## src/logic/pool_buffer_pkg.sv

```systemverilog
`default_nettype none

package pool_buffer_pkg;

    // both frame dimensions must be even for 2x2 pooling
    localparam int IMAGE_WIDTH  = 26;
    localparam int IMAGE_HEIGHT = 34;

    localparam int CHANNELS   = 4;
    localparam int PIXEL_BITS = 32;

    localparam int WINDOWS_PER_ROW   = IMAGE_WIDTH / 2;
    localparam int WINDOWS_PER_FRAME = WINDOWS_PER_ROW * (IMAGE_HEIGHT / 2);

    // coordinate widths
    localparam int ROW_BITS   = $clog2(IMAGE_HEIGHT);
    localparam int COL_BITS   = $clog2(IMAGE_WIDTH);
    localparam int INDEX_BITS = $clog2(WINDOWS_PER_FRAME);

    typedef logic [PIXEL_BITS-1:0] pixel_t;

    // channel 0 in the low bits
    typedef logic [CHANNELS*PIXEL_BITS-1:0] pixel_vec_t;

    typedef logic [ROW_BITS-1:0]   row_t;
    typedef logic [COL_BITS-1:0]   col_t;
    typedef logic [INDEX_BITS-1:0] win_index_t;

    typedef enum logic {
        PHASE_WRITE = 1'b0,
        PHASE_READ  = 1'b1
    } phase_t;

endpackage

`default_nettype wire
```

## src/logic/window_read_ctrl.sv

```systemverilog
`timescale 1ns/1ps
`default_nettype none

module window_read_ctrl
    import pool_buffer_pkg::*;
(
    input  logic       clk,
    input  logic       rst_n,
    input  logic       reading,
    output row_t       read_row,
    output col_t       read_col,
    output logic       read_done,
    output logic       valid_out,
    output win_index_t win_index,
    output logic       win_last
);

    // top-left corner of the current window
    row_t       win_row;
    col_t       win_col;
    win_index_t win_cnt;
    logic       pair_end;
    logic       last_window;

    assign pair_end    = (win_col == col_t'(IMAGE_WIDTH - 2));
    assign last_window = pair_end && (win_row == row_t'(IMAGE_HEIGHT - 2));

    assign read_row  = win_row;
    assign read_col  = win_col;
    assign read_done = reading && last_window;

    // scan two columns per cycle, then down a row pair
    always_ff @(posedge clk or negedge rst_n) begin
        if (!rst_n) begin
            win_row <= '0;
            win_col <= '0;
        end else if (reading) begin
            if (pair_end) begin
                win_col <= '0;
                if (last_window) begin
                    win_row <= '0;
                end else begin
                    win_row <= win_row + row_t'(2);
                end
            end else begin
                win_col <= win_col + col_t'(2);
            end
        end
    end

    always_ff @(posedge clk or negedge rst_n) begin
        if (!rst_n) begin
            win_cnt <= '0;
        end else if (reading) begin
            if (last_window) begin
                win_cnt <= '0;
            end else begin
                win_cnt <= win_cnt + win_index_t'(1);
            end
        end
    end

    // one cycle late to stay in step with the channel window registers
    always_ff @(posedge clk or negedge rst_n) begin
        if (!rst_n) begin
            valid_out <= 1'b0;
            win_index <= '0;
            win_last  <= 1'b0;
        end else begin
            valid_out <= reading;
            win_last  <= read_done;
            if (reading) begin
                win_index <= win_cnt;
            end
        end
    end

endmodule

`default_nettype wire

```

## config.mk

```make
export PLATFORM = sky130hd
export DESIGN_NAME = window_read_ctrl
export DESIGN_NICKNAME = d
export VERILOG_FILES = /design/src/logic/pool_buffer_pkg.sv /design/src/logic/window_read_ctrl.sv
export SDC_FILE = /design/constraint.sdc
export NUM_CORES = 1
export LEC_CHECK = 0
export CAP_MARGIN = 20
export CORE_ASPECT_RATIO = 1.5
export CORE_MARGIN = 2
export CORE_UTILIZATION = 25
export DETAILED_ROUTE_END_ITERATION = 12
export DONT_BUFFER_PORTS = 1
export GPL_TIMING_DRIVEN = 0
export PLACE_DENSITY = 0.48
export SETUP_SLACK_MARGIN = 0.4
export SYNTH_ARGS = -nofsm -noshare
export SYNTH_HDL_FRONTEND = slang
export SYNTH_SLANG_ARGS = --single-unit
```

## constraint.sdc

```tcl
create_clock -name clk -period 2.8 [get_ports clk]
set_input_delay 0.84 -clock clk [delete_from_list [all_inputs] [get_ports clk]]
set_output_delay 0.84 -clock clk [all_outputs]
set_load 0.03 [all_outputs]
```

==> qor.txt <==
=========================================================================================
Outcome                                                                      finished with violations
Violations in the final reports                                              negative setup slack
Count of cell types in the netlist                                                     33
Type of element launching the critical path                                          flop
Grt ovf                                                                                 0
Placement-stage worst setup slack                                               0.0577 ns
Maximum buffer depth of the clock tree                                                  2
Clock tree sinks                                                                       27
Global-route wire length before repair                                            4010 µm
Worst r2r path cells                                                                    4
Instance area after placement                                                    1330 µm²
Sort of element at the end of the critical path                                output pin
Largest fanout on the critical path                                                     8
Pre-antenna DRT Iters                                                                   4
Switching share of total power                                                      43.7%
Antenna cells                                                                           0
Latest clock arrival within the worst-skew pair                                   0.26 ns
Final setup violation count                                                             1
Final period utilization                                                             104%
Max Cap Viol                                                                            0
Final number of hold-violating endpoints                                                0
Max-slew violation total from the final report                                          0
Most common flop cell mapped by yosys                                             dfrtp_1
Post-Syn Instances                                                                    110
Cells traversed along the worst timing path                                  or3b_4, buf_6, nor4_4
Utilization after layout                                                            29.0%
Slew @ Worst Pin                                                                 0.828 ns
Class of the tightest hold or removal check                                   in -> async
Combined area of all synthesized cells                                           1250 µm²
GRT Total Usage                                                                     9.32%
Net switching component of the power                                             0.621 mW
Worst path buffer plus inverter count                                                   1
Proportion of register bits with asynchronous set or reset after synthesis           100%
Internal power                                                                   0.801 mW
Core region area                                                                 4810 µm²
Synthesized area divided by synthesized cell count                               11.3 µm²
Synthesis-stage register bit count                                                     27
Power share of the sequential group                                                 60.9%
Number of cells in the finished layout apart from fillers                             182
Antenna viol nets, final                                                                0
Placed cell count                                                                     177
Detailed-route via count                                                              838
Number of synthesized flops with an enable pin                                          0
Top-level port count                                                                   25
TritonCTS clock tree                                                                 done
Total wirelength of the detailed-routed design                                    2420 µm
Peak clock frequency supported by timing                                          342 MHz
Quantity of I/O buffers inserted on ports                                               0
Mean number of vias per cell                                                         4.60
CP top delay family                                                          simple AND/OR/NAND/NOR gates
Share of total power in combinational logic                                         24.3%
Share of the synthesized area in the top cell type                                  54.2%
Required time reported for the critical path endpoint                             1.96 ns
Num CTS Buffers                                                                         3
Instance count on the critical path                                                     3
Unrepaired setup endpoints after global routing                                       yes
H-tree depth reported by CTS                                                            1
Fraction of final layout cells with drive strength greater than 1                   21.6%
Area of the die                                                                  5580 µm²
Data arrival time at the worst-slack endpoint                                     2.08 ns
Area growth from synthesis to layout                                                12.0%
Worst slew margin                                                                   44.4%
Initial DRC count                                                                      33
Most common cell after layout, fill and taps aside                                dfrtp_1
Horizontal die dimension                                                          61.6 µm
Clock slew seen by the registers of the worst setup and hold paths                0.09 ns
Startpoint-to-endpoint class of the critical path                              reg -> out
Clock share of power                                                                14.8%
HPWL after DPL                                                                    1770 µm
Proportion of synthesized chip area in sequential cells                             54.2%
Largest area contributor in the synthesized netlist                               dfrtp_1
DRC viols                                                                               0
Power density over the cells                                                  1020 nW/µm²
Effective utilization at floorplan                                                  25.9%
Final Cell Area                                                                  1400 µm²
Post-DR wirelength/cell                                                           13.3 µm
Leading post-synthesis cells by cell area                                    dfrtp_1, mux2_2, xor2_1
Peak VDD IR                                                                      0.220 mV
Nets                                                                                  123
Largest net degree at the start of global routing                                      28
Number of placement rows                                                               31
Cts hold-fix bufs                                                                       0
Final worst path period need                                                      2.92 ns
Placer Congestion                                                                   0.723
Synthesis warning total                                                                 0
Leakage power                                                                    0.583 nW
Clock tree skew after final layout                                             0.00398 ns
Minimum setup slack in the final design                                         -0.123 ns
CP peak stage delay                                                               0.73 ns
Die Span Y                                                                        90.5 µm
Most frequent cells in the layout                                            dfrtp_1, mux2_2, inv_1, o21ai_0, dfrtp_2
Master cell of the clock root buffer                                             clkbuf_8
Vias in the first global route                                                        869
Worst hold slack                                                                 0.259 ns
Initial antenna violation count                                                         0
Max stage delay cell, worst path                                                   nor4_4
=========================================================================================
## synthesized netlist by cell type (2+ instances only)
cell     instances
nor3_1           2
nand3_1          6
dfrtp_1         27
o21ai_1          2
nor2_1           5
nand2_1          6
o21ai_0          7
nand4_1          3
ha_1             3
o22ai_1          2
o31ai_1          2
or3_1            3
mux2_2           8
a21oi_1          4
xor2_1           5
inv_1            7
buf_4            2
## area by class of cell
cell class,instances,area [µm²]
multi-input combinational,72,517
buffer,5,33.8
timing repair buffer,1,7.51
fill,538,3410
tap,66,82.6
clock buffer,4,45.0
sequential,27,684
inverter,7,26.3
## power groups by stage
stage | Sequential, mW | Clock (mW) | Combinational [mW]
after global routing | 0.899 | 0.246 | 0.390
after CTS | 0.867 | 0.222 | 0.344
after floorplan | 0.819 | 0 | 0.282
final | 0.866 | 0.210 | 0.346
after detailed placement | 0.873 | 0 | 0.328
after global placement | 0.865 | 0 | 0.317
## per-layer routing
layer  GRT usage [%]  share of wire (%)  vias to the layer above  wire length [µm]
met5               0                  0                        -                 0
met1            10.2                 39                      419               935
li1                -                  -                      402                 -
met2            16.3                 55                       15              1340
met3            1.72                4.7                        2               114
met4            4.26                1.2                        0                29
## worst register-to-register path, stage by stage (launching register included)
cell and delay (ns):
dfrtp_2 0.51, or3b_4 0.43, buf_6 0.14, nor4_4 0.74, nor2_1 0.12
## flip-flops by register name (all words and copies together) (netlist names)
name       count
win_cnt        8
read_col       4
win_index      8
valid_out      1
win_last       1
read_row       5
## final timing paths
check	endpoint	slack (ns)	from
max	read_done	-0.12	read_col[2]
min	read_row[3]	0.26	rst_n
max reg2reg	win_cnt[4]	0.72	read_col[2]
min reg2reg	win_index[7]	0.54	win_cnt[7]
max in group asynchronous	read_col[1]	2.45	rst_n
min in group clk	win_index[7]	0.54	win_cnt[7]
## per-stage QoR
stage,setup TNS (ns),power [mW]
after detailed placement,0,1.20
after global routing,-0.232,1.54
after CTS,-0.144,1.43
after global placement,0,1.18
final,-0.123,1.42
after floorplan,0,1.10
## cell families (layout without fill, tap and decap cells)
kind of cell / count (synthesis) / after routing / synth area share (%)
xor gates and xnor gates: 5 / 5 / 3.51
buffers and inverters: 12 / 17 / 4.82
other: 1 / 2 / 0.301
muxes: 9 / 9 / 8.03
and+or+nand+nor: 32 / 32 / 16.0
AOI/OAI and AO/OA: 21 / 21 / 10.1
DFF: 27 / 27 / 54.2
adders and majority gates: 3 / 3 / 3.01
## what timing repair did
action	in CTS	in global routing
pin swaps	2	1
setup buffers	1	0
gates resized for setup	4	4
setup endpoints to repair	1	1
No activity file was read; power rests on OpenSTA's default activity.
