## src/logic/pool_buffer_pkg.sv

```systemverilog
`default_nettype none

package pool_buffer_pkg;

    // both frame dimensions must be even for 2x2 pooling
    localparam int IMAGE_WIDTH  = 26;
    localparam int IMAGE_HEIGHT = 34;

    localparam int CHANNELS   = 4;
    localparam int PIXEL_BITS = 32;

    localparam int WINDOWS_PER_ROW   = IMAGE_WIDTH / 2;
    localparam int WINDOWS_PER_FRAME = WINDOWS_PER_ROW * (IMAGE_HEIGHT / 2);

    // coordinate widths
    localparam int ROW_BITS   = $clog2(IMAGE_HEIGHT);
    localparam int COL_BITS   = $clog2(IMAGE_WIDTH);
    localparam int INDEX_BITS = $clog2(WINDOWS_PER_FRAME);

    typedef logic [PIXEL_BITS-1:0] pixel_t;

    // channel 0 in the low bits
    typedef logic [CHANNELS*PIXEL_BITS-1:0] pixel_vec_t;

    typedef logic [ROW_BITS-1:0]   row_t;
    typedef logic [COL_BITS-1:0]   col_t;
    typedef logic [INDEX_BITS-1:0] win_index_t;

    typedef enum logic {
        PHASE_WRITE = 1'b0,
        PHASE_READ  = 1'b1
    } phase_t;

endpackage

`default_nettype wire
```

## src/logic/frame_write_ctrl.sv

```systemverilog
`timescale 1ns/1ps
`default_nettype none

module frame_write_ctrl
    import pool_buffer_pkg::*;
(
    input  logic clk,
    input  logic rst_n,
    input  logic valid_in,
    input  logic read_done,
    output logic write_en,
    output row_t write_row,
    output col_t write_col,
    output logic reading
);

    phase_t phase;
    row_t   row_cnt;
    col_t   col_cnt;
    logic   row_end;
    logic   last_pixel;

    // pixels are only taken while filling the frame
    assign write_en = valid_in && (phase == PHASE_WRITE);

    assign row_end    = (col_cnt == col_t'(IMAGE_WIDTH - 1));
    assign last_pixel = row_end && (row_cnt == row_t'(IMAGE_HEIGHT - 1));

    assign write_row = row_cnt;
    assign write_col = col_cnt;
    assign reading   = (phase == PHASE_READ);

    always_ff @(posedge clk or negedge rst_n) begin
        if (!rst_n) begin
            phase <= PHASE_WRITE;
        end else begin
            case (phase)
                PHASE_WRITE: begin
                    if (write_en && last_pixel) begin
                        phase <= PHASE_READ;
                    end
                end
                PHASE_READ: begin
                    if (read_done) begin
                        phase <= PHASE_WRITE;
                    end
                end
                default: phase <= PHASE_WRITE;
            endcase
        end
    end

    // raster position of the next pixel
    always_ff @(posedge clk or negedge rst_n) begin
        if (!rst_n) begin
            row_cnt <= '0;
            col_cnt <= '0;
        end else if (write_en) begin
            if (row_end) begin
                col_cnt <= '0;
                if (last_pixel) begin
                    row_cnt <= '0;
                end else begin
                    row_cnt <= row_cnt + row_t'(1);
                end
            end else begin
                col_cnt <= col_cnt + col_t'(1);
            end
        end
    end

endmodule

`default_nettype wire

```

## config.mk

```make
export PLATFORM = sky130hd
export DESIGN_NAME = frame_write_ctrl
export DESIGN_NICKNAME = d
export VERILOG_FILES = /design/src/logic/pool_buffer_pkg.sv /design/src/logic/frame_write_ctrl.sv
export SDC_FILE = /design/constraint.sdc
export NUM_CORES = 1
export LEC_CHECK = 0
export BUFFER_PORTS_ARGS = -buffer_cell sky130_fd_sc_hd__buf_2
export CAP_MARGIN = 20
export CELL_PAD_IN_SITES_DETAIL_PLACEMENT = 1
export CELL_PAD_IN_SITES_GLOBAL_PLACEMENT = 2
export CORE_MARGIN = 1
export CORE_UTILIZATION = 29
export CTS_BUF_LIST = sky130_fd_sc_hd__clkbuf_4
export CTS_CLUSTER_SIZE = 16
export DETAILED_ROUTE_END_ITERATION = 10
export PLACE_DENSITY = 0.84
export SLEW_MARGIN = 20
export SYNTH_ARGS = -nofsm -noshare
export SYNTH_HDL_FRONTEND = slang
export SYNTH_SLANG_ARGS = --single-unit
```

## constraint.sdc

```tcl
create_clock -name clk -period 1.6 [get_ports clk]
set_clock_uncertainty 0.15 [all_clocks]
set_input_delay 0.08 -clock clk [delete_from_list [all_inputs] [get_ports clk]]
set_output_delay 0.08 -clock clk [all_outputs]
set_load 0.02 [all_outputs]
```

==> summary.md <==
| Metric | Value |
|---|---|
| Required arrival time at the worst endpoint | `1620 ps` |
| Drt total wl | `1798 um` |
| Pin count of the biggest net entering global routing | `13` |
| Internal power | `about 800 uW` |
| Depth of the most critical reg-to-reg path | `6` |
| Number of antenna violations at the first check in global routing | `0` |
| Layout Cells excl Fill | `125` |
| Width of the chip | `48.12 um` |
| Ratio of total power to cell area | `roughly 1400 nW/um^2` |
| Cell types with the largest area share after synthesis | `dfrtp_1, ha_1, nand2_1` |
| Number of I/O pins | `17` |
| Relative max-transition margin | `78.56%` |
| Dominant combinational cell family by area after synthesis | `simple AND/OR/NAND/NOR gates` |
| Count of endpoints failing hold in the final timing report | `0` |
| Worst setup path end | `write_row[3]` |
| MaxCap Viol Count | `0` |
| Highest-delay cell along the critical path | `dfrtp_2` |
| CTS Root Buffer Type | `clkbuf_4` |
| Chip height | `48.12 um` |
| Critical path's top delay family | `simple AND/OR/NAND/NOR gates` |
| Worst Hold Slack | `around 25 ps` |
| R2R Setup Slk | `-80 ps` |
| Post-synthesis cell type count | `24` |
| Final setup violation count | `3` |
| Number of H-tree levels | `1` |
| Full die area | `2316 um^2` |
| Share of synthesized cell area in full adder, half adder and majority cells | `8.114%` |
| Standard-cell rows | `16` |
| Reported net switching power | `510.0 uW` |
| Overall routing resource usage | `17.94%` |
| Area growth from synthesis to layout | `57.40%` |
| Xor-xnor portion of the synthesized cell area | `between 4 and 5%` |
| Kind of critical path | `reg -> reg` |
| Yosys top cell area share | `roughly 49%` |
| Crit Path Max Fanout | `6` |
| Syn Std Cell Area | `just over 600 um^2` |
| DR DRC count | `0` |
| Critical path launch point type | `flop` |
| Area fraction in compound gates after synthesis | `under 10%` |
| Type of destination of the critical path | `flop` |
| Largest vdd supply drop | `0.5915 mV` |
| Ant. Diodes | `0` |
| Power share of the clock group | `14.4%` |
| Clock Latency Late Sink | `280 ps` |
| Total power draw | `roughly 1.3 mW` |
| Post-layout nets | `108` |
| Capture instance of the worst register-to-register path | `write_row[3]` |
| Static leakage | `0.5004 nW` |
| Source of the worst register-to-register timing path | `write_col[1]` |
| Power share of the sequential group | `34.6%` |
| Total via count in the routed design | `573` |
| Tmin final | `1683 ps` |
| Simple-gate portion of the synthesized area | `21.10%` |
| Count of placed standard cells including taps | `115` |
| WP buf/inv | `1` |
| Number of buffers added by the clock tree synthesis step | `3` |
| Endpoint arrival time on the critical path | `1700 ps` |
| Buffer levels on the longest clock path | `2` |
| TritonCTS Sinks | `12` |
| Initial core utilization | `~31%` |
| Initial DRT Pass Iterations | `2` |
| Delay of the slowest critical-path stage | `~400 ps` |
| Number of slew-limit violations in the final report | `0` |
| Total of flip-flops plus latches after synthesis | `12` |
| Average footprint of a synthesized cell | `10.45 um^2` |
| Final design instance area without fill | `~970 um^2` |
| Worst path depth | `6` |
| Result of the run | `complete, but fails checks` |
| Slew at the pin with the worst max-slew slack | `318.9 ps` |
| Clock tree from TritonCTS | `done` |
| Share of final-layout standard cells stronger than drive strength 1 | `62.24%` |
| Detailed-route wire length per cell | `14.38 um` |
| Start point of the critical path | `write_col[1]` |
| Number of vias per cell | `4.584` |
| Type of the worst min-delay path | `in -> reg` |
| Core region area | `1982 um^2` |
| Final Cycle Share | `105.2%` |
| Critical Path, Cell by Cell | `inv_2, ha_4, and4b_2, and2_4, nand2_2, mux2_4` |
| Slack of the critical path | `-82.70 ps` |
| FMAX | `594.3 MHz` |
| Half-perimeter wire length of the detailed placement result | `1167 um` |
| Highest-count cells in the layout ignoring fill and taps | `buf_4, buf_2, dfrtp_1` |
| Switching power share of the total | `38.58%` |
| Detailed router's first-iteration violation count | `2` |
| Overflow left after global routing | `0` |
| Setup Slack @ Placement | `-58.59 ps` |
| Mux share of post-synthesis cell area | `4.868%` |
| IO Port Bufs | `16` |
| Violations in the final reports | `setup timing` |
| Via count of the first global-routing pass | `595` |
| Clock Pin Slew Worst Setup and Hold Paths | `70 ps` |
| Setup repair after global routing missed its margin | `yes` |
| Net Count, Synth | `67` |
| Synth Instances | `between 50 and 60` |
| Post-route setup TNS | `-174.2 ps` |
| Launch instance of the worst min-delay path | `valid_in` |
| Comb power frac | `51.0%` |
| Final Wtd Congestion | `around 0.75` |
| Global-route wire length before repair | `2718 um` |
| Antenna Nets Post-Route | `0` |
| Synth area leader | `dfrtp_1` |
| Number of warnings reported in the yosys synthesis log | `0` |
| Sequential area share after synthesis | `48.68%` |
| Leading cell type in the layout, fill and taps excluded | `buf_4` |
| Final standard cell utilization of the core | `48.99%` |
| Area after detailed placement | `837.1 um^2` |
final cells by class:
type / instances / area (um^2)
sequential: 12 / 305.3
clock buffer: 3 / 22.52
multi-input combinational: 42 / 344.1
inverter: 4 / 15.01
tap: 27 / 33.78
timing repair buffer: 37 / 250.2
fill: 222 / 1011
layer usage:
| metal | share of wire [%] | up-vias | track usage [%] |
|---|---|---|---|
| met3 | 2.6 | 2 | 5.926 |
| met2 | 53 | 9 | 28.92 |
| met5 | 0 | - | 0 |
| li1 | - | 289 | - |
| met4 | 1.2 | 0 | 7.222 |
| met1 | 43 | 273 | 22.10 |
worst register-to-register path, stage by stage, from the launching register on:
cell     delay, ps
dfrtp_2        410
inv_2           80
ha_4           120
and4b_2        250
and2_4         200
nand2_2         70
mux2_4         290
state kept, by name, summed over array words and instances (netlist names):
name	count
reading	1
write_col	5
write_row	6
cell usage after synthesis (all sizes together):
library cell / count
dfrtp: 12
nand2: 9
ha: 4
inv: 4
nor2: 4
nand4: 3
a21o: 2
mux2: 2
nor3: 2
o21ai: 2
o22ai: 2
xor2: 2
a31oi: 1
a41oi: 1
and2: 1
and3: 1
and4b: 1
buf: 1
nand3: 1
nor4: 1
or3: 1
or4: 1
xnor2: 1
worst min-delay path by stage:
stage | slack [ps] | end | cells past startpoint
after detailed placement | -180 | write_row[5] | 1
after global routing | 50 | write_col[0] | 3
after CTS | 30 | write_col[0] | 3
after global placement | -180 | write_row[4] | 1
after floorplan | -370 | reading | 0
final | 30 | write_col[0] | 3
power by group through the flow:
stage | Clock (mW) | Sequential [mW] | Combinational (mW)
2_1_floorplan | 0 | 0.590 | 0.160
3_3_place_gp | 0 | 0.449 | 0.559
3_5_place_dp | 0 | 0.457 | 0.572
4_1_cts | 0.192 | 0.452 | 0.642
5_1_grt | 0.219 | 0.466 | 0.738
6_report | 0.191 | 0.457 | 0.675
kinds of logic after synthesis:
kind of cell             Yosys count
AO/OA/AOI/OAI                      8
adder cells (fa/ha/maj)            4
XOR/XNOR                           3
AND/OR/NAND/NOR                   25
flip-flops                        12
multiplexers                       2
buffers and inverters              5
timing repair:
action                     CTS  global route
gates resized for setup      6             9
pin swaps                    2             3
setup buffers                4             1
hold endpoints to repair    13             0
hold buffers                 2             0
setup endpoints to repair    4             9
Power figures use the tool's default switching activity.
